--- src/dcache_pkg.sv ---
`default_nettype none

package dcache_pkg;

  //////////////////////////////
  // cache geometry
  //////////////////////////////

  localparam int unsigned NUM_WAYS  = 4;
  localparam int unsigned NUM_SETS  = 64;
  localparam int unsigned IDX_BITS  = 6;
  localparam int unsigned TAG_BITS  = 20;
  localparam int unsigned WORD_BITS = 64;
  localparam int unsigned NUM_BANKS = 4;
  localparam int unsigned OFF_BITS  = 5;
  localparam int unsigned LINE_BITS = NUM_BANKS * WORD_BITS;

  // bank select is the upper part of the line offset
  localparam int unsigned BANK_BITS  = 2;
  localparam int unsigned WORD_BYTES = WORD_BITS / 8;

  //////////////////////////////
  // request and response types
  //////////////////////////////

  typedef struct packed {
    logic                req;
    logic                tag_only;
    logic                prio;
    logic [IDX_BITS-1:0] idx;
    logic [OFF_BITS-1:0] off;
  } rd_port_t;

  typedef struct packed {
    logic                   vld;
    logic [NUM_WAYS-1:0]    we;
    logic [TAG_BITS-1:0]    tag;
    logic [IDX_BITS-1:0]    idx;
    logic [OFF_BITS-1:0]    off;
    logic [LINE_BITS-1:0]   data;
    logic [LINE_BITS/8-1:0] be;
    logic [NUM_WAYS-1:0]    vld_bits;
  } cl_wr_t;

  typedef struct packed {
    logic [NUM_WAYS-1:0]   we;
    logic [IDX_BITS-1:0]   idx;
    logic [OFF_BITS-1:0]   off;
    logic [WORD_BITS-1:0]  data;
    logic [WORD_BYTES-1:0] be;
  } word_wr_t;

  typedef struct packed {
    logic [NUM_WAYS-1:0]  vld_bits;
    logic [NUM_WAYS-1:0]  hit_oh;
    logic [WORD_BITS-1:0] data;
  } rd_rsp_t;

  typedef struct packed {
    logic [NUM_WAYS-1:0] req;
    logic                we;
    logic [IDX_BITS-1:0] idx;
    logic [TAG_BITS-1:0] wtag;
    logic [NUM_WAYS-1:0] wvld;
  } tag_req_t;

  typedef struct packed {
    logic                                  req;
    logic                                  we;
    logic [IDX_BITS-1:0]                   idx;
    logic [NUM_WAYS-1:0][WORD_BYTES-1:0]   be;
    logic [NUM_WAYS-1:0][WORD_BITS-1:0]    wdata;
  } bank_req_t;

endpackage

`default_nettype wire

--- src/dcache_hit_select.sv ---
`default_nettype none

module dcache_hit_select #(
  parameter  int unsigned NumPorts = 3,
  localparam int unsigned PortW    = (NumPorts > 1) ? $clog2(NumPorts) : 1
) (
  input  logic [NumPorts-1:0][dcache_pkg::TAG_BITS-1:0]             rd_tag_i,
  input  logic [PortW-1:0]                                          sel_port_i,
  input  logic [dcache_pkg::BANK_BITS-1:0]                          sel_bank_i,
  input  logic                                                      cmp_en_i,
  input  logic [dcache_pkg::NUM_WAYS-1:0][dcache_pkg::TAG_BITS-1:0] tags_i,
  input  logic [dcache_pkg::NUM_WAYS-1:0]                           vld_i,
  input  logic [dcache_pkg::NUM_BANKS-1:0][dcache_pkg::NUM_WAYS-1:0]
               [dcache_pkg::WORD_BITS-1:0]                          bank_rdata_i,
  input  dcache_pkg::cl_wr_t                                        cl_wr_i,
  output dcache_pkg::rd_rsp_t                                       rd_rsp_o
);
  import dcache_pkg::*;

  logic [TAG_BITS-1:0]                rd_tag;
  logic [NUM_WAYS-1:0]                hit_oh;
  logic [NUM_WAYS-1:0][WORD_BITS-1:0] way_words;
  logic [WORD_BITS-1:0]               hit_word;
  logic [BANK_BITS-1:0]               cl_bank;

  //////////////////////////////
  // tag compare
  //////////////////////////////

  // tag of the port arrives one cycle after its index
  assign rd_tag    = rd_tag_i[sel_port_i];
  assign way_words = bank_rdata_i[sel_bank_i];

  for (genvar w = 0; w < NUM_WAYS; w++) begin : gen_cmp
    assign hit_oh[w] = cmp_en_i & vld_i[w] & (tags_i[w] == rd_tag);
  end

  //////////////////////////////
  // word select
  //////////////////////////////

  always_comb begin : p_way_mux
    hit_word = '0;
    for (int unsigned w = 0; w < NUM_WAYS; w++) begin
      hit_word = hit_word | (way_words[w] & {WORD_BITS{hit_oh[w]}});
    end
  end

  // line write shows the written word at its own offset
  assign cl_bank = cl_wr_i.off[OFF_BITS-1 -: BANK_BITS];

  assign rd_rsp_o.vld_bits = vld_i;
  assign rd_rsp_o.hit_oh   = hit_oh;
  assign rd_rsp_o.data     = cl_wr_i.vld ? cl_wr_i.data[cl_bank*WORD_BITS +: WORD_BITS] : hit_word;

endmodule

`default_nettype wire

--- config.mk ---
export PLATFORM = sky130hd
export DESIGN_NAME = dcache_hit_select
export DESIGN_NICKNAME = d
export VERILOG_FILES = /design/src/dcache_pkg.sv /design/src/dcache_hit_select.sv
export SDC_FILE = /design/constraint.sdc
export NUM_CORES = 1
export LEC_CHECK = 0
export BUFFER_PORTS_ARGS = -buffer_cell sky130_fd_sc_hd__buf_2
export CAP_MARGIN = 40
export CORE_AREA = 2 2 610 612
export DETAILED_ROUTE_END_ITERATION = 16
export DIE_AREA = 0 0 612 614
export PLACE_DENSITY = 0.3
export REMOVE_ABC_BUFFERS = 1
export SETUP_SLACK_MARGIN = 0.1
export SYNTH_ARGS = -nofsm -noshare
export SYNTH_HDL_FRONTEND = slang
export SYNTH_SLANG_ARGS = --single-unit
--- constraint.sdc ---
create_clock -name vclk -period 2.6
set_input_delay 0.39 -clock vclk [all_inputs]
set_output_delay 0.39 -clock vclk [all_outputs]
set_load 0.01 [all_outputs]
## Word level (Yosys, flattened, before mapping)

Cells that the tools add are included.

- Bitwise logic cells: 15
- Shifts and indexed selects: 1
- Muxes and demuxes: 5
- Equality and inequality tests: 4
- Order comparisons: 2

Operator list:

| cell | number |
|---|---|
| 256-bit binary-select mux with 2-bit select | 1 |
| 64-bit bitwise AND | 4 |
| 256-bit two-way mux | 1 |
| 256-bit by 9-bit indexed part select with 64-bit output | 1 |
| 64-bit OR | 3 |
| 20-bit == test | 4 |
| 64-bit two-way mux | 1 |
| 20-bit binary-select mux with 2-bit select | 1 |
| 20-bit two-way mux | 1 |
| 1-bit bitwise AND | 8 |
| 2-bit by 3-bit < comparator with 1-bit output, second input constant | 2 |

- Bits in registers: 0
- Logic and storage cells: 27

## Longest topological paths before layout

- Depth in word-level cells: 9
- Depth in mapped cells: 14

## Least setup slack after synthesis

OpenSTA, ideal clock, no wires.

- Kind: input to output
- Start: input sel_port_i[0]
- End: output rd_rsp_o[43] (netlist bit)
- Data arrival time: 2.563 ns
- Buffers on the path: 5
- Stages on the path: 12
- Setup slack: -0.353 ns
- Cells stage by stage: buf_6 -> buf_6 -> buf_12 -> mux2i_1 -> o2bb2ai_1 -> xnor2_1 -> nand4_1 -> a2111oi_2 -> buf_4 -> buf_2 -> a31oi_1 -> a31oi_1

RTL lines:

| item | RTL line | text |
|---|---|---|
| start: declaration | dcache_hit_select.sv:8 | `input logic [PortW-1:0] sel_port_i,` |
| end: declaration | dcache_hit_select.sv:16 | `output dcache_pkg::rd_rsp_t rd_rsp_o` |

==> results.json <==
{
  "via_count": 24200,
  "drive_gt1_share_pct": 84.5,
  "status": "finished, violations left",
  "finalWorstSetupSlack_ps": -1200,
  "worst_slew_pin_slew_ps": 662,
  "clkPwrFrac_pct": 0,
  "crit_buf_inv": 9,
  "port_buffers": 1504,
  "powerDensity_nw_per_um2": 167,
  "critical_path.cell_chain": "buf_12 -> buf_12 -> mux2i_4 -> buf_6 -> o21ai_4 -> buf_6 -> xnor2_2 -> nand4_1 -> nor3_4 -> buf_12 -> buf_16 -> buf_12 -> a32oi_2 -> a31oi_4 -> buf_6 -> buf_12",
  "design.die.area_sq_um": 376000,
  "layout.cells.most_common_list": "1,437 x sky130_fd_sc_hd__buf_2, 320 x sky130_fd_sc_hd__mux4_2, 289 x sky130_fd_sc_hd__buf_4, 143 x sky130_fd_sc_hd__buf_12, 120 x sky130_fd_sc_hd__buf_6",
  "layout.clock_buffers": 0,
  "switching_share_pct": 52.3,
  "routed_wirelength_um": 330000,
  "post_cts_hold_buffer_count": 0,
  "grt_first_pass_wirelength_um": 375000,
  "yosysUniqueCellTypes": 57,
  "maxSlewHeadroom_pct": 55.8,
  "first_pass_iters": 5,
  "timing_hold_violations_final": 0,
  "worst_path_most_repeated_cell": "sky130_fd_sc_hd__buf_12",
  "hold_start": "vld_i[0]",
  "setup_viol": 68,
  "die_height_um": 614,
  "hold_worst_path_end": "rd_rsp_o[68]",
  "grt_pass1_vias": 23400,
  "leakage_uw": 0.0139,
  "drtIter0Drc": 2092,
  "post_synth_inst_count": 1253,
  "grt_antenna_before_repair": 500,
  "max-vdd-ir-drop_uv": 82.3,
  "io_pins": 1573,
  "power.net_switching_uw": 3160,
  "coreArea_sq_um": 370000,
  "dpl.hpwl_um": 301000,
  "initial_util_pct": 3.56,
  "grt_setup_unrepaired": "yes",
  "critical_path_peak_fanout": 8,
  "die_width_um": 612,
  "postSynthAreaPerCell_sq_um": 10.5,
  "globalRouteTotalUtil_pct": 16.6,
  "max_freq_mhz": 263,
  "cp_num_cells": 16,
  "count_of_final_max_slew_check_failures": 0,
  "globalRoute.totalOverflow": 0,
  "worstSetupEndpointType": "output pin",
  "pre_cts_slack_ps": -2300,
  "layout.cells.most_common": "sky130_fd_sc_hd__buf_2",
  "regArea_sq_um": 0,
  "cap_viol_max_count": 0,
  "violations_in_the_final_reports": "setup timing",
  "critPathKind": "in -> out",
  "critical_path.slowest_cell": "sky130_fd_sc_hd__nor3_4",
  "internal-power_uw": 2890,
  "cp_delay_by_family_top": "buffers and inverters",
  "hold-path-cell-count": 3,
  "share_seq_of_total_power_pct": 0,
  "arrival_ps": 3410,
  "pin_count_of_the_biggest_net_entering_global_routing": 31,
  "drc_errors": 0,
  "n_sequential_cell": 0,
  "syn-cell-area_sq_um": 13200,
  "critical_path.max_stage_delay_ps": 400,
  "postRouteAntennaNets": 0,
  "setup.worst_path.start_class": "input port",
  "routedWlPerCell_um": 40.2,
  "power.share.combinational_pct": 100.0,
  "ys.warnings.count": 0,
  "final.setup.tns_ps": -74890,
  "required_time_at_the_endpoint_of_the_critical_path_ps": 2210,
  "layout-area-overhead-vs-synth_pct": 175,
  "finalCriticalPeriod_ps": 3800,
  "place.gp.congestion": 0.909,
  "nNetsFinal": 4608,
  "synth-seq-area-share_pct": 0,
  "min-delay-path-class": "in -> out",
  "route.detailed.vias_per_inst": 2.94,
  "fin_crit_sh_pct": 146,
  "row_count": 224
}
## layout make-up
type | count | area, sq um
fill | 43000 | 334000
multi-input combinational | 1060 | 15000
timing repair buffer | 2034 | 14600
tap | 4972 | 6220
antenna | 135 | 338
inverter | 11 | 41.3
## how the worst max path moves through the flow
stage / to / slack, ps / start
global placement: rd_rsp_o[40] / -2550 / sel_port_i[0]
CTS: rd_rsp_o[13] / -1260 / sel_port_i[0]
floorplan: rd_rsp_o[0] / -4180 / sel_port_i[1]
finish: rd_rsp_o[13] / -1200 / sel_port_i[0]
detailed placement: rd_rsp_o[13] / -2300 / sel_port_i[0]
global route: rd_rsp_o[13] / -1280 / sel_port_i[0]
## synthesized netlist by cell type, drive strengths merged (8+ instances only)
cell type / number / area (sq um)
nor3: 9 / 45.0
xnor2: 50 / 438
a32oi: 64 / 561
nand3b: 8 / 60.1
xor2: 24 / 210
clkbuf: 103 / 387
nand2: 15 / 56.3
mux4: 320 / 7210
nand3: 72 / 360
nand2b: 11 / 68.8
mux2i: 23 / 274
nor2: 25 / 93.8
o21ai: 23 / 119
nor2b: 71 / 447
a31oi: 139 / 870
inv: 11 / 41.3
buf: 79 / 478
and3: 129 / 807
## repair_timing
item                                    4_1_cts  5_1_grt
cloned                                       11        7
resized for setup                           388      218
endpoints found under the setup margin       68       68
pin swaps                                    76       82
setup buffers                                67       47
hold endpoints to repair                      0        0
## routing by layer
layer / global-route usage (%) / vias up / part of all wire, %
li1: - / 9347 / -
met4: 2.96 / 214 / 2.4
met1: 18.8 / 11900 / 38
met5: 0 / - / 0.42
met2: 28.2 / 2008 / 47
met3: 8.06 / 683 / 12
## through the flow
| step | total power (uW) | std cells | util [%] | area [sq um] | hold WS [ps] |
|---|---|---|---|---|---|
| floorplan | 1400 | 1071 | - | 12300 | 780 |
| global placement | 5530 | 7945 | 8.26 | 30600 | 1210 |
| detailed placement | 5490 | 7948 | 8.26 | 30600 | 1190 |
| CTS | 5900 | 8025 | 9.16 | 33900 | 1190 |
| global route | 6330 | 8119 | 9.72 | 36000 | 1190 |
| finish | 6050 | 8212 | 9.79 | 36200 | 1170 |
## power by group through the flow
stage                     clock network (uW)  registers (uW)  logic (uW)
after floorplan                            0               0        1400
after global placement                     0               0        5530
after detailed placement                   0               0        5490
after CTS                                  0               0        5900
after global routing                 0.00222               0        6330
final                                0.00731               0        6050
## logic make-up after synthesis
kind of cell / Yosys count / share of synthesized area (%)
simple gates: 367 / 16.3
buf+inv: 193 / 6.87
mux: 347 / 57.1
xor+xnor: 74 / 4.91
compound gates: 272 / 14.8
No activity file was read; power rests on OpenSTA's default activity.
