## src/dcache_pkg.sv

```systemverilog
`default_nettype none

package dcache_pkg;

  //////////////////////////////
  // cache geometry
  //////////////////////////////

  localparam int unsigned NUM_WAYS  = 4;
  localparam int unsigned NUM_SETS  = 64;
  localparam int unsigned IDX_BITS  = 6;
  localparam int unsigned TAG_BITS  = 20;
  localparam int unsigned WORD_BITS = 64;
  localparam int unsigned NUM_BANKS = 4;
  localparam int unsigned OFF_BITS  = 5;
  localparam int unsigned LINE_BITS = NUM_BANKS * WORD_BITS;

  // bank select is the upper part of the line offset
  localparam int unsigned BANK_BITS  = 2;
  localparam int unsigned WORD_BYTES = WORD_BITS / 8;

  //////////////////////////////
  // request and response types
  //////////////////////////////

  typedef struct packed {
    logic                req;
    logic                tag_only;
    logic                prio;
    logic [IDX_BITS-1:0] idx;
    logic [OFF_BITS-1:0] off;
  } rd_port_t;

  typedef struct packed {
    logic                   vld;
    logic [NUM_WAYS-1:0]    we;
    logic [TAG_BITS-1:0]    tag;
    logic [IDX_BITS-1:0]    idx;
    logic [OFF_BITS-1:0]    off;
    logic [LINE_BITS-1:0]   data;
    logic [LINE_BITS/8-1:0] be;
    logic [NUM_WAYS-1:0]    vld_bits;
  } cl_wr_t;

  typedef struct packed {
    logic [NUM_WAYS-1:0]   we;
    logic [IDX_BITS-1:0]   idx;
    logic [OFF_BITS-1:0]   off;
    logic [WORD_BITS-1:0]  data;
    logic [WORD_BYTES-1:0] be;
  } word_wr_t;

  typedef struct packed {
    logic [NUM_WAYS-1:0]  vld_bits;
    logic [NUM_WAYS-1:0]  hit_oh;
    logic [WORD_BITS-1:0] data;
  } rd_rsp_t;

  typedef struct packed {
    logic [NUM_WAYS-1:0] req;
    logic                we;
    logic [IDX_BITS-1:0] idx;
    logic [TAG_BITS-1:0] wtag;
    logic [NUM_WAYS-1:0] wvld;
  } tag_req_t;

  typedef struct packed {
    logic                                  req;
    logic                                  we;
    logic [IDX_BITS-1:0]                   idx;
    logic [NUM_WAYS-1:0][WORD_BYTES-1:0]   be;
    logic [NUM_WAYS-1:0][WORD_BITS-1:0]    wdata;
  } bank_req_t;

endpackage

`default_nettype wire

```

## src/dcache_mem_ctrl.sv

```systemverilog
`default_nettype none

module dcache_mem_ctrl #(
  parameter  int unsigned NumPorts = 3,
  localparam int unsigned PortW    = (NumPorts > 1) ? $clog2(NumPorts) : 1
) (
  input  logic                                              clk_i,
  input  logic                                              rst_ni,
  input  dcache_pkg::rd_port_t [NumPorts-1:0]               rd_ports_i,
  input  dcache_pkg::cl_wr_t                                cl_wr_i,
  input  dcache_pkg::word_wr_t                              word_wr_i,
  output logic [NumPorts-1:0]                               rd_ack_o,
  output logic                                              wr_ack_o,
  output dcache_pkg::tag_req_t                              tag_req_o,
  output dcache_pkg::bank_req_t [dcache_pkg::NUM_BANKS-1:0] bank_reqs_o,
  output logic [PortW-1:0]                                  sel_port_o,
  output logic [dcache_pkg::BANK_BITS-1:0]                  sel_bank_o,
  output logic [dcache_pkg::IDX_BITS-1:0]                   sel_idx_o,
  output logic                                              cmp_en_o
);
  import dcache_pkg::*;

  logic [NumPorts-1:0]  req_all;
  logic [NumPorts-1:0]  req_prio;
  logic [NumPorts-1:0]  req_mask;
  logic [PortW-1:0]     rr_q;
  logic [PortW-1:0]     rr_d;
  logic [PortW-1:0]     sel_d;
  logic                 found;
  logic                 rd_acked;
  logic                 rd_full;
  rd_port_t             sel_port;
  logic [BANK_BITS-1:0] rd_bank;
  logic [BANK_BITS-1:0] wr_bank;
  logic [PortW-1:0]     sel_port_q;
  logic [BANK_BITS-1:0] sel_bank_q;
  logic [IDX_BITS-1:0]  sel_idx_q;
  logic                 cmp_en_q;

  //////////////////////////////
  // read arbitration
  //////////////////////////////

  for (genvar p = 0; p < NumPorts; p++) begin : gen_req
    assign req_all[p]  = rd_ports_i[p].req;
    assign req_prio[p] = rd_ports_i[p].req & rd_ports_i[p].prio;
  end

  // any high prio request hides all low prio ones
  assign req_mask = (|req_prio) ? req_prio : req_all;

  // first requester at or after the pointer, wrapping around
  always_comb begin : p_rr_pick
    int unsigned cand;
    cand  = 0;
    found = 1'b0;
    sel_d = '0;
    for (int unsigned i = 0; i < NumPorts; i++) begin
      cand = (32'(rr_q) + i) % NumPorts;
      if (!found && req_mask[cand]) begin
        found = 1'b1;
        sel_d = PortW'(cand);
      end
    end
  end

  assign rr_d     = PortW'((32'(sel_d) + 1) % NumPorts);
  assign rd_acked = found & ~cl_wr_i.vld;
  assign sel_port = rd_ports_i[sel_d];

  for (genvar p = 0; p < NumPorts; p++) begin : gen_ack
    assign rd_ack_o[p] = rd_acked & (sel_d == PortW'(p));
  end

  //////////////////////////////
  // array requests
  //////////////////////////////

  assign rd_full = rd_acked & ~sel_port.tag_only;
  assign rd_bank = sel_port.off[OFF_BITS-1 -: BANK_BITS];
  assign wr_bank = word_wr_i.off[OFF_BITS-1 -: BANK_BITS];

  // word write loses only against a full read of the same bank
  assign wr_ack_o = ~cl_wr_i.vld & (|word_wr_i.we) & ~(rd_full & (rd_bank == wr_bank));

  always_comb begin : p_tag_req
    tag_req_o.req  = '0;
    tag_req_o.we   = 1'b0;
    tag_req_o.idx  = sel_port.idx;
    tag_req_o.wtag = cl_wr_i.tag;
    tag_req_o.wvld = cl_wr_i.vld_bits;
    if (cl_wr_i.vld) begin
      tag_req_o.req = cl_wr_i.we;
      tag_req_o.we  = 1'b1;
      tag_req_o.idx = cl_wr_i.idx;
    end else if (rd_acked) begin
      tag_req_o.req = '1;
    end
  end

  always_comb begin : p_bank_req
    for (int unsigned b = 0; b < NUM_BANKS; b++) begin
      bank_reqs_o[b].req = 1'b0;
      bank_reqs_o[b].we  = 1'b0;
      bank_reqs_o[b].idx = word_wr_i.idx;
      for (int unsigned w = 0; w < NUM_WAYS; w++) begin
        bank_reqs_o[b].be[w]    = '0;
        bank_reqs_o[b].wdata[w] = word_wr_i.data;
      end
      if (cl_wr_i.vld) begin
        // line write owns every bank
        bank_reqs_o[b].req = 1'b1;
        bank_reqs_o[b].we  = 1'b1;
        bank_reqs_o[b].idx = cl_wr_i.idx;
        for (int unsigned w = 0; w < NUM_WAYS; w++) begin
          bank_reqs_o[b].be[w]    = cl_wr_i.we[w] ? cl_wr_i.be[b*WORD_BYTES +: WORD_BYTES] : '0;
          bank_reqs_o[b].wdata[w] = cl_wr_i.data[b*WORD_BITS +: WORD_BITS];
        end
      end else begin
        if (rd_full && rd_bank == BANK_BITS'(b)) begin
          bank_reqs_o[b].req = 1'b1;
          bank_reqs_o[b].idx = sel_port.idx;
        end
        if (wr_ack_o && wr_bank == BANK_BITS'(b)) begin
          bank_reqs_o[b].req = 1'b1;
          bank_reqs_o[b].we  = 1'b1;
          for (int unsigned w = 0; w < NUM_WAYS; w++) begin
            bank_reqs_o[b].be[w] = word_wr_i.we[w] ? word_wr_i.be : '0;
          end
        end
      end
    end
  end

  //////////////////////////////
  // lookup state
  //////////////////////////////

  always_ff @(posedge clk_i or negedge rst_ni) begin : p_regs
    if (!rst_ni) begin
      rr_q       <= '0;
      sel_port_q <= '0;
      sel_bank_q <= '0;
      sel_idx_q  <= '0;
      cmp_en_q   <= 1'b0;
    end else begin
      if (rd_acked) begin
        rr_q <= rr_d;
      end
      sel_port_q <= sel_d;
      sel_bank_q <= rd_bank;
      sel_idx_q  <= sel_port.idx;
      cmp_en_q   <= rd_acked;
    end
  end

  assign sel_port_o = sel_port_q;
  assign sel_bank_o = sel_bank_q;
  assign sel_idx_o  = sel_idx_q;
  assign cmp_en_o   = cmp_en_q;

endmodule

`default_nettype wire

```

## config.mk

```make
export PLATFORM = sky130hd
export DESIGN_NAME = dcache_mem_ctrl
export DESIGN_NICKNAME = d
export VERILOG_FILES = /design/src/dcache_pkg.sv /design/src/dcache_mem_ctrl.sv
export SDC_FILE = /design/constraint.sdc
export NUM_CORES = 1
export LEC_CHECK = 0
export BUFFER_PORTS_ARGS = -buffer_cell sky130_fd_sc_hd__buf_4
export CELL_PAD_IN_SITES_DETAIL_PLACEMENT = 0
export CELL_PAD_IN_SITES_GLOBAL_PLACEMENT = 1
export CORE_AREA = 3 3 655 657
export CTS_CLUSTER_SIZE = 12
export DETAILED_ROUTE_END_ITERATION = 7
export DIE_AREA = 0 0 658 660
export HOLD_SLACK_MARGIN = 0.15
export PLACE_DENSITY = 0.31
export SETUP_SLACK_MARGIN = 0.02
export SLEW_MARGIN = 15
export SYNTH_ARGS = -nofsm -noshare
export SYNTH_HDL_FRONTEND = slang
export SYNTH_SLANG_ARGS = --single-unit
```

## constraint.sdc

```tcl
create_clock -name clk_i -period 2.9 [get_ports clk_i]
set_clock_uncertainty 0.2 [all_clocks]
set_input_delay 0.145 -clock clk_i [delete_from_list [all_inputs] [get_ports clk_i]]
set_output_delay 0.145 -clock clk_i [all_outputs]
set_load 0.005 [all_outputs]
```

Word-level counts from Yosys, hierarchy flattened
Cells that the tools add are included.

Equal/unequal tests: 9. Add/subtract/negate cells: 3. Order comparisons: 4. Divide/modulo/power cells: 4. Mux-type cells: 62. Bitwise gates (word level): 14. Reduce and logical (&&, ||, !) cells: 17.

Operators with widths (number): 256-bit 2-to-1 mux (4); 40-bit 2-to-1 mux (4); 8-bit 2-to-1 mux (20); 32-bit 2-to-1 mux (4); 32-bit by 3-bit < comparator with 1-bit output (second input constant) (3); 32-bit by 2-bit modulo with 32-bit output (second input constant) (3); 2-bit by 2-bit modulo with 32-bit output (second input constant) (1); 14-bit binary-select mux with 2-bit select (1); 6-bit 2-to-1 mux (4); 2-bit 2-to-1 mux (7); 13-bit 2-to-1 mux (1); 1-bit bitwise AND (11); 2-bit == test (second input constant) (5); 1-bit logical AND (10); 1-bit 2-to-1 mux (10); 4-bit 2-to-1 mux (2); 7-bit 2-to-1 mux (1); 2-bit by 1-bit adder with 3-bit output (second input constant) (2); 1-bit binary-select mux with 2-bit select (3); 2-bit by 1-bit == test with 1-bit output (second input constant) (3); 2-bit zero test (3); 4-bit OR reduction (1); 2-bit by 2-bit adder with 3-bit output (second input constant) (1); 2-bit by 3-bit < comparator with 1-bit output (second input constant) (1); 5 further kinds (8).

Bits in registers: 13. Input bits: 459. Output and inout port bits: 1234.

Longest topological paths before layout
Gate-level depths: netlist of the first run.

Depth after elaboration: 22. Gate-level depth with buffers: 14.

Least setup slack after synthesis of the first run
No wires, ideal clock.

Path kind: flip-flop to output port. Start point: register rr_q[0]. End point: output port bank_reqs_o[290] (netlist bit). Buffers on the path: 2. Setup slack: -294 ps. Stages on the path, launching flop included: 12. Data arrival time: 2849 ps. Cell sequence: dfrtp_1 inv_1 ha_1 and2_1 o311a_1 nor4_4 nor2_2 a211o_1 buf_2 buf_6 o41ai_1 o21ai_1.

RTL lines: start, declared (line dcache_mem_ctrl.sv:26) `logic [PortW-1:0] rr_q;`; start signal, assigned (line dcache_mem_ctrl.sv:148) `rr_q <= rr_d;`; end, declared (line dcache_mem_ctrl.sv:15) `output dcache_pkg::bank_req_t [dcache_pkg::NUM_BANKS-1:0] bank_reqs_o,`.

==> results of run 1 <==
-- sequential cells by signal (all words and copies together) (netlist names) --
name	cells
rr_q	2
sel_bank_o	2
sel_port_o	2
cmp_en_o	1
sel_idx_o	6
-- stage by stage --
stage               cell area, sq um  power (W)  worst slack [ns]  hold slack, ns
floorplan                      11670   0.003194           -0.1192         -0.3506
global placement               26540   0.008025            -1.018         -0.1749
detailed placement             26540   0.007967           -0.9721         -0.1742
CTS                            27750   0.008872           -0.8762          0.1721
global route                   28460   0.009642           -0.9753          0.1831
finish                         28480   0.009121           -0.8573          0.2044
-- synthesized netlist by cell type (6+ instances only) --
library cell and n:
buf_2 18, nand4_1 12, mux2_2 7, nand2_1 715
clkbuf_1 68, o31ai_1 6, buf_1 9, a32o_1 32
a22o_1 9, o21ai_1 32, o21ai_0 85, buf_4 796
and2_1 7, a21o_1 10, a31oi_1 13, nand3_1 13
dfrtp_1 13, nor2b_1 6, o41ai_1 12
-- worst max-delay path by stage --
stage,to,startpoint
after floorplan,bank_reqs_o[290],rr_q[0]
after global placement,bank_reqs_o[855],rr_q[1]
after detailed placement,bank_reqs_o[855],rr_q[1]
after CTS,bank_reqs_o[580],rr_q[0]
after global routing,bank_reqs_o[295],rr_q[0]
final,bank_reqs_o[295],rr_q[0]
-- worst max-delay path: cells and delay by family, from the launching register on --
kind	cells	cell delay [ns]
compound gates	4	1.22
fa+ha+maj	1	0.22
buf+inv	6	0.90
flops	1	0.40
simple gates	3	0.39
-- cells by family after synthesis --
family                     after synthesis
buffers and inverters                  903
muxes                                    7
xor gates and xnor gates                 2
and+or+nand+nor                        774
AOI/OAI and AO/OA                      221
DFF                                     13
adders and majority gates                3
-- where the power goes --
| part | switching, W | total (W) | internal (W) |
|---|---|---|---|
| logic | 0.00466 | 0.00847 | 0.00380 |
| registers | 0.0000921 | 0.000356 | 0.000264 |
| clock network | 0.000111 | 0.000298 | 0.000187 |
-- layer usage --
layer / up-vias / GRT usage
met2: 1188 / 0.1966
met3: 257 / 0.02453
met4: 38 / 0.02599
li1: 7417 / -
met1: 8714 / 0.1132
met5: - / 0
-- timing repair --
action                                  CTS  global route
hold endpoints to repair                 38             0
resized for setup                       130            97
cloned                                    6             8
hold buffers                             26             0
buffers inserted                         28            12
endpoints found under the setup margin  172           176
pin swaps                                42            25
-- layout make-up --
class                           instances  area (sq um)
Sequential cell                        13         325.3
Clock buffer                            4         78.83
Multi-Input combinational cell       1007          5443
Fill cell                           50360        395000
Inverter                                8         37.54
Antenna cell                           42         105.1
Timing Repair Buffer                 1909         15400
Tap cell                             5663          7086
==> impl_metrics.py, run 1 <==
metrics = {
    "run_status": {
        "outcome": "finished with violations",
        "violations": "negative setup slack",
    },
    "finish": {
        "final_cells": 8646,
        "layout_commonest_cell": "buf_4",
        "syn_to_final_growth_pct": 148.1,
        "most-common-layout-cells": "buf_4, nand2_1, buf_6, o21ai_2, buf_12",
        "drive_gt1_frac": 0.6882,
        "fin_nets": 3403,
        "utilization": 0.06725,
    },
    "worst_setup_path": {
        "cp_slowest_cell": "dfrtp_1",
        "worstSetupEndpointType": "output pin",
        "r2r-end": "sel_idx_o[2]",
        "crit_fanout": 7,
        "rrSetupSlack_ns": 0.14,
        "arrival_ns": 3.41,
        "rr_worst_depth": 14,
        "reg2reg_from": "rr_q[0]",
        "cpPeakStageDelay_ns": 0.40,
        "worst_setup_path_start_kind": "flip-flop",
        "crit_chain": "inv_2 -> ha_4 -> and2_4 -> o311a_4 -> nor4_4 -> buf_4 -> buf_6 -> nor2_2 -> a211o_4 -> o311ai_4 -> buf_6 -> buf_16 -> o311ai_4 -> buf_8",
        "critPathKind": "reg -> out",
        "required_ns": 2.56,
    },
    "timing": {
        "slew_headroom": 0.5227,
        "slew_viol_final": 0,
        "finalSetupTns_ns": -122.63,
        "rsz0062_at_grt": "true",
        "final.min_clock_period_ns": 3.757,
        "setup_ws_ns": -0.8573,
        "worstMarginPinSlew_ns": 0.7142,
        "hold_violations": 0,
        "fin_crit_sh": 1.296,
        "finalSetupViolations": 167,
        "fmax_mhz": 266.2,
    },
    "drt": {
        "wl_met2_microns": 126000,
        "avgRoutedWirePerCell_microns": 27.63,
        "drt_iter0_markers": 1212,
        "routed.top_layer": "met5",
        "met1_length_microns": 88470,
        "ant_nets": 0,
        "route.met3.wl_microns": 15770,
        "viasPerCell": 2.037,
        "dr.pass1.iters": 6,
        "drt-total-wl_microns": 238900,
        "post-route-drc-count": 0,
        "via_count": 17610,
    },
    "floorplan": {
        "io_pins": 1693,
        "die_h_microns": 660,
        "dieArea_sq_um": 434300,
        "die_w_microns": 658,
        "initial_core_util": 0.02711,
        "rows": 239,
        "core_sq_um": 423400,
    },
    "yosys": {
        "ys_seq_elements": 13,
        "yosysWarnings": 0,
        "ys_types": 50,
        "syn_avg_cell_area_sq_um": 5.970,
        "yosysTopAreaCellShare": 0.5205,
        "synth-simple-area-share": 0.2654,
        "ys.flop_type": "dfrtp_1",
        "syn-cell-area_sq_um": 11480,
        "ys_seq_area_frac": 0.02834,
        "async_flop_share": 1.000,
        "synth_edf_count": 0,
        "synth_xor_area_frac": 0.001526,
        "yosysTopAreaCell": "buf_4",
        "synth_mux_area_frac": 0.006866,
        "synth_top_family_by_area": "buffers and inverters",
        "synthCells": 1923,
        "synthAdderAreaFrac": 0.003052,
        "synth_fp_nets": 2384,
        "synth_area_leaders": "buf_4, nand2_1, o21ai_0, dfrtp_1, a32o_1",
        "synth_compound_gate_area_share": 0.1347,
    },
    "pwr": {
        "p_leak_nw": 12.85,
        "peakVddDrop_mv": 0.2064,
        "p_per_area_nw_per_um2": 320.3,
    },
    "global_route": {
        "grt_max_degree": 76,
        "grt_pass1_vias": 17330,
        "grt_pass1_wl_microns": 275900,
        "grt_remaining_overflow": 0,
        "antenna_found_initial": 116,
        "grt_usage": 0.1032,
    },
    "placed_design": {
        "gp_congestion": 0.8601,
        "dp_hpwl_microns": 222300,
        "dp_cells": 8525,
        "portBuffers": 1627,
    },
    "worst_hold_path": {
        "hold_depth": 3,
        "hold_end": "sel_idx_o[3]",
        "hold_class": "in -> reg",
        "min-delay-start": "rd_ports_i[8]",
    },
    "clock_network": {
        "htree_levels": 1,
        "cts-root-buf": "clkbuf_16",
        "cts_sinks": 13,
        "cts_tree": "built",
        "cts_buffer_depth": 2,
        "numCtsBuffers": 3,
        "clkLatencyLatePin_ns": 0.27,
        "clkTransAtPathRegs_ns": 0.07,
    },
    "job": {
        "drv_cap": 0,
    },
}
Note: power is estimated with default switching activity, not from simulation.
==> run 2, diff against run 1 <==
CELL_PAD_IN_SITES_DETAIL_PLACEMENT = default   (was 0)
CELL_PAD_IN_SITES_GLOBAL_PLACEMENT = default   (was 1)
CORE_AREA = 3 3 665 667   (was 3 3 655 657)
DIE_AREA = 0 0 668 670   (was 0 0 658 660)
PLACE_DENSITY = 0.3   (was 0.31)
==> run 2 against run 1 <==
  * The run still ends with negative setup slack left
  * Highest routed layer unchanged
  * Cell count up 1.3%
  * Largest power group unchanged
  * First-iteration DRC count up 2.0%
  * Sequential share of layout area about the same
  * Core utilization down 0.082 points
==> impl_metrics.py, run 2 (synthesized netlist as in run 1, its figures left out) <==
metrics = {
    "run_status": {
        "outcome": "finished with violations",
        "violations": "negative setup slack",
    },
    "worst_setup_path": {
        "required_ns": 2.56,
        "cpPeakStageDelay_ns": 0.47,
        "cp_slowest_cell": "a311o_2",
        "crit_chain": "inv_2 -> ha_4 -> and2_4 -> o311a_4 -> nor4_4 -> buf_6 -> buf_6 -> a22o_4 -> buf_6 -> a211oi_4 -> a311o_2 -> buf_12 -> buf_16 -> o21ai_2 -> buf_4",
        "path_common_cell": "buf_6",
        "worstSetupEndpointType": "output pin",
        "crit_fanout": 8,
        "arrival_ns": 3.31,
        "worst_setup_path_start_kind": "flip-flop",
        "critPathKind": "reg -> out",
    },
    "placed_design": {
        "dp_cells": 8607,
        "placed_cell_area_sq_um": 26640,
        "dp_hpwl_microns": 235300,
        "gp_congestion": 0.9828,
        "portBuffers": 1627,
        "place_ws_ns": -0.7332,
    },
    "pwr": {
        "total_power_w": 0.009374,
        "p_per_area_nw_per_um2": 322.7,
        "peakVddDrop_mv": 0.2555,
        "p_leak_nw": 12.95,
    },
    "global_route": {
        "grt_usage": 0.1073,
        "grt_max_degree": 104,
        "grt_remaining_overflow": 0,
        "antenna_found_initial": 147,
        "grt_pass1_wl_microns": 290800,
        "grt_pass1_vias": 17020,
    },
    "drt": {
        "avgRoutedWirePerCell_microns": 28.95,
        "drt-total-wl_microns": 253600,
        "viasPerCell": 2.028,
        "drt_iter0_markers": 1236,
        "dr.pass1.iters": 6,
        "via_count": 17770,
        "ant_nets": 0,
        "post-route-drc-count": 0,
    },
    "timing": {
        "setup_ws_ns": -0.7587,
        "finalSetupTns_ns": -109.50,
        "slew_headroom": 0.4805,
        "slew_viol_final": 0,
        "fin_crit_sh": 1.262,
        "fmax_mhz": 273.3,
        "hold_violations": 0,
        "final.min_clock_period_ns": 3.659,
        "rsz0062_at_grt": "true",
        "worstMarginPinSlew_ns": 0.7774,
        "finalSetupViolations": 170,
    },
    "floorplan": {
        "rows": 243,
        "die_h_microns": 670,
        "initial_core_util": 0.02626,
        "core_sq_um": 437200,
        "dieArea_sq_um": 447600,
        "io_pins": 1693,
        "die_w_microns": 668,
    },
    "finish": {
        "finish.instance_area_sq_um": 29040,
        "fin_nets": 3385,
        "layout_commonest_cell": "buf_4",
        "syn_to_final_growth_pct": 153.0,
        "fillCellCount": 51930,
        "most-common-layout-cells": "buf_4, nand2_1, o21ai_2, buf_6, buf_12",
        "largest_reg_flops": 6,
        "drive_gt1_frac": 0.7007,
        "final_cells": 8760,
    },
    "clock_network": {
        "clkTransAtPathRegs_ns": 0.05,
        "cts_buffer_depth": 2,
        "cts-root-buf": "clkbuf_16",
        "htree_levels": 1,
        "cts_sinks": 13,
        "numCtsBuffers": 3,
        "cts_tree": "built",
        "clkLatencyLatePin_ns": 0.25,
    },
    "job": {
        "drv_cap": 0,
    },
    "worst_hold_path": {
        "hold_class": "in -> reg",
    },
}
## run 2: cell types whose count changed in the layout (fill, tap and decap cells not counted), moves of 6 or more
cell	before	now
o21ai_2	51	77
nand3_1	10	2
o21ai_1	40	14
diode_2	42	80
clkbuf_16	10	3
buf_12	43	56
buf_6	55	61
nand3_2	3	11
buf_4	1768	1727
## run 2: what timing repair did
action | in CTS | in global routing
endpoints found under the setup margin | 169 | 172
endpoints found under the hold margin | 38 | 0
cloned | 9 | 0
hold buffers | 27 | 0
buffers inserted | 24 | 15
resized for setup | 170 | 153
pin swaps | 54 | 34
## run 2: metrics by stage
step	utilization	hold slack, ns
after floorplan	-	-0.3506
after global placement	0.06093	-0.1862
after detailed placement	0.06093	-0.1870
after CTS	0.06433	0.1678
after global routing	0.06634	0.1788
final	0.06643	0.1578
## run 2: metal layers
| layer | GRT usage | routed length (microns) |
|---|---|---|
| met1 | 0.1143 | 90820 |
| met2 | 0.1965 | 128500 |
| met3 | 0.03508 | 22390 |
| met4 | 0.03696 | 11630 |
| met5 | 0 | 256 |
## run 2: worst max-delay path, delay by kind of cell (launching register included)
kind,cells,cell delay (ns)
compound gates,5,1.15
fa+ha+maj,1,0.21
buf+inv,7,0.95
flops,1,0.42
simple gates,2,0.32
## run 2: worst paths after layout
kind	start	endpoint	slack (ns)	cells after the start
min in group asynchronous	rst_ni	sel_idx_o[4]	0.84	3
worst min register to register	rr_q[0]	rr_q[0]	0.36	1
worst max-delay path	rr_q[0]	bank_reqs_o[558]	-0.76	15
worst min-delay path	rd_ports_i[8]	sel_idx_o[3]	0.16	3
worst max register to register	rr_q[0]	sel_idx_o[0]	0.16	14
max in group asynchronous	rst_ni	sel_idx_o[2]	1.21	3
## run 2: layout make-up
cell class | instances | area, sq um | share of cell area
Multi-Input combinational cell | 1007 | 5722 | 0.1970
Inverter | 8 | 46.29 | 0.001594
Tap cell | 5757 | 7203 | 0.2480
Timing Repair Buffer | 1891 | 15470 | 0.5326
Antenna cell | 80 | 200.2 | 0.006893
Clock buffer | 4 | 78.83 | 0.002714
Sequential cell | 13 | 325.3 | 0.01120
## run 2: where the power goes
| group | internal, W | switching [W] | leakage [nW] |
|---|---|---|---|
| Clock | 0.000186 | 0.0000901 | 0.0387 |
| Combinational | 0.00382 | 0.00497 | 12.8 |
| Sequential | 0.000263 | 0.0000411 | 0.159 |
| Total | 0.00427 | 0.00510 | 13.0 |
==> run 3, diff against run 2 <==
MAX_ROUTING_LAYER = met4   (was default)
==> run 3 against run 2 <==
  * The run still ends with negative setup slack left
  * Clock-buffer cell count is the same
  * Cell area grew 1.2%
  * Via count grew 0.43%
  * Maximum frequency shrank 0.77%
  * Worst hold slack lost 0.033 ns
  * Global-route usage grew 0.20 points
  * Non-clock buffer count grew 4
  * Cell count grew 0.56%
  * Sequential share of layout area is essentially flat
  * Core utilization grew 0.082 points
==> impl_metrics.py, run 3 (synthesized netlist as in run 1, its figures left out) <==
metrics = {
    "run_status": {
        "outcome": "finished with violations",
        "violations": "negative setup slack",
    },
    "floorplan": {
        "dieArea_sq_um": 447600,
        "die_w_microns": 668,
        "die_h_microns": 670,
        "core_sq_um": 437200,
        "io_pins": 1693,
        "initial_core_util": 0.02626,
        "rows": 243,
    },
    "finish": {
        "largest_reg_flops": 6,
        "most-common-layout-cells": "buf_4, nand2_1, buf_6, o21ai_2, buf_12",
        "finish.instance_area_sq_um": 29400,
        "fillCellCount": 51890,
        "drive_gt1_frac": 0.6987,
        "syn_to_final_growth_pct": 156.1,
        "layout_commonest_cell": "buf_4",
        "final_cells": 8809,
        "fin_nets": 3389,
    },
    "worst_hold_path": {
        "hold_class": "in -> reg",
        "hold_end": "sel_idx_o[5]",
        "hold_depth": 2,
        "min-delay-start": "rd_ports_i[10]",
    },
    "clock_network": {
        "clkTransAtPathRegs_ns": 0.05,
        "cts-root-buf": "clkbuf_16",
        "clkLatencyLatePin_ns": 0.25,
        "cts_tree": "built",
        "htree_levels": 1,
        "cts_buffer_depth": 2,
        "cts_sinks": 13,
        "numCtsBuffers": 3,
    },
    "pwr": {
        "p_leak_nw": 13.01,
        "peakVddDrop_mv": 0.3529,
        "p_per_area_nw_per_um2": 316.4,
    },
    "timing": {
        "hold_slack_ns": 0.1250,
        "worstMarginPinSlew_ns": 0.8250,
        "rsz0062_at_grt": "true",
        "finalSetupViolations": 171,
        "fmax_mhz": 271.2,
        "setup_ws_ns": -0.7872,
        "slew_viol_final": 0,
        "fin_crit_sh": 1.271,
        "hold_violations": 0,
        "final.min_clock_period_ns": 3.687,
        "slew_headroom": 0.4487,
    },
    "placed_design": {
        "portBuffers": 1627,
        "placed_cell_area_sq_um": 26750,
        "dp_cells": 8617,
        "dp_hpwl_microns": 234700,
        "gp_congestion": 0.9767,
    },
    "worst_setup_path": {
        "worst_setup_path_start_kind": "flip-flop",
        "crit_chain": "inv_1 -> ha_1 -> and2_4 -> mux2_4 -> a221oi_4 -> buf_6 -> buf_6 -> nor3b_4 -> nor2_4 -> inv_4 -> a311o_2 -> buf_12 -> clkbuf_16 -> o21ai_4 -> buf_6",
        "crit_fanout": 7,
        "r2r-end": "sel_idx_o[2]",
        "crit_family": "compound AO/OA/AOI/OAI gates",
        "required_ns": 2.56,
        "cp_num_buf_inv": 7,
        "cpPeakStageDelay_ns": 0.41,
        "rr_worst_depth": 12,
        "worstSetupEndpointType": "output pin",
        "arrival_ns": 3.34,
        "critPathKind": "reg -> out",
        "path_common_cell": "buf_6",
        "rrSetupSlack_ns": 0.15,
        "reg2reg_from": "rr_q[1]",
        "cp_slowest_cell": "dfrtp_1",
    },
    "drt": {
        "avgRoutedWirePerCell_microns": 28.74,
        "drt_iter0_markers": 1320,
        "ant_nets": 0,
        "viasPerCell": 2.026,
        "via_count": 17840,
        "post-route-drc-count": 0,
        "dr.pass1.iters": 6,
        "drt-total-wl_microns": 253200,
    },
    "global_route": {
        "antenna_found_initial": 151,
        "grt_max_degree": 104,
        "grt_pass1_wl_microns": 287900,
        "grt_remaining_overflow": 0,
        "grt_pass1_vias": 16900,
        "grt_usage": 0.1094,
    },
    "job": {
        "drv_cap": 0,
    },
}
-- run 3: cell count changes in the layout (fill, tap and decap cells not counted), moves of 5 or more --
cell | before | now
buf_4 | 1727 | 1711
diode_2 | 80 | 125
clkbuf_16 | 3 | 10
buf_16 | 10 | 5
o21ai_4 | 17 | 39
o21ai_2 | 77 | 57
buf_6 | 61 | 82
-- run 3: timing repair --
action | 4_1_cts | 5_1_grt
hold buffers | 27 | 0
cloned | 5 | 7
gates resized for setup | 171 | 178
buffers inserted | 24 | 9
endpoints found under the setup margin | 173 | 174
pin swaps | 47 | 62
endpoints found under the hold margin | 38 | 0
-- run 3: how the worst max path moves through the flow --
stage                  from               end  slack (ns)  cells after the start
floorplan           rr_q[0]  bank_reqs_o[290]       -0.12                     11
global placement    rr_q[0]  bank_reqs_o[294]       -0.89                     14
detailed placement  rr_q[0]  bank_reqs_o[294]       -0.85                     14
CTS                 rr_q[0]  bank_reqs_o[286]       -0.80                     13
global route        rr_q[0]  bank_reqs_o[289]       -0.87                     16
finish              rr_q[1]  bank_reqs_o[582]       -0.79                     15
-- run 3: layout make-up --
| cell class | instances | area, sq um | share of cell area |
|---|---|---|---|
| multi-input combinational | 1007 | 5868 | 0.1996 |
| antenna | 125 | 312.8 | 0.01064 |
| sequential | 13 | 325.3 | 0.01106 |
| timing repair buffer | 1895 | 15570 | 0.5296 |
| clock buffer | 4 | 78.83 | 0.002681 |
| inverter | 8 | 41.29 | 0.001404 |
| tap | 5757 | 7203 | 0.2450 |
-- run 3: per-layer routing --
metal	part of all wire	vias to the layer above	GRT usage	wire length, microns
li1	-	7507	-	-
met1	0.36	8810	0.1139	91120
met2	0.51	1245	0.1932	128800
met3	0.087	281	0.03361	22080
met4	0.044	0	0.03929	11210
met5	0	-	-	0
-- run 3: report_power, final --
| group | internal (W) | leakage (nW) | switching, W |
|---|---|---|---|
| clock network | 0.000187 | 0.0389 | 0.0000892 |
| registers | 0.000263 | 0.159 | 0.0000405 |
| logic | 0.00376 | 12.8 | 0.00496 |
-- run 3: metrics by stage --
stage	setup slack (ns)	TNS [ns]	utilization	total power, W
after floorplan	-0.1192	-12.08	-	0.003194
after global placement	-0.8916	-97.75	0.06119	0.008408
after detailed placement	-0.8536	-94.09	0.06119	0.008345
after CTS	-0.8027	-119.99	0.06414	0.009170
after global routing	-0.8720	-131.90	0.06718	0.009866
final	-0.7872	-115.82	0.06725	0.009303
-- run 3: worst reg2reg max path, stage by stage, from the launching register on --
cell and delay (ns):
dfrtp_1 0.41, inv_1 0.07, ha_1 0.24, and2_4 0.17, mux2_4 0.27, a221oi_4 0.36
buf_6 0.16, nor2_4 0.05, buf_6 0.13, a21o_1 0.19, buf_12 0.16, buf_6 0.12
buf_4 0.12
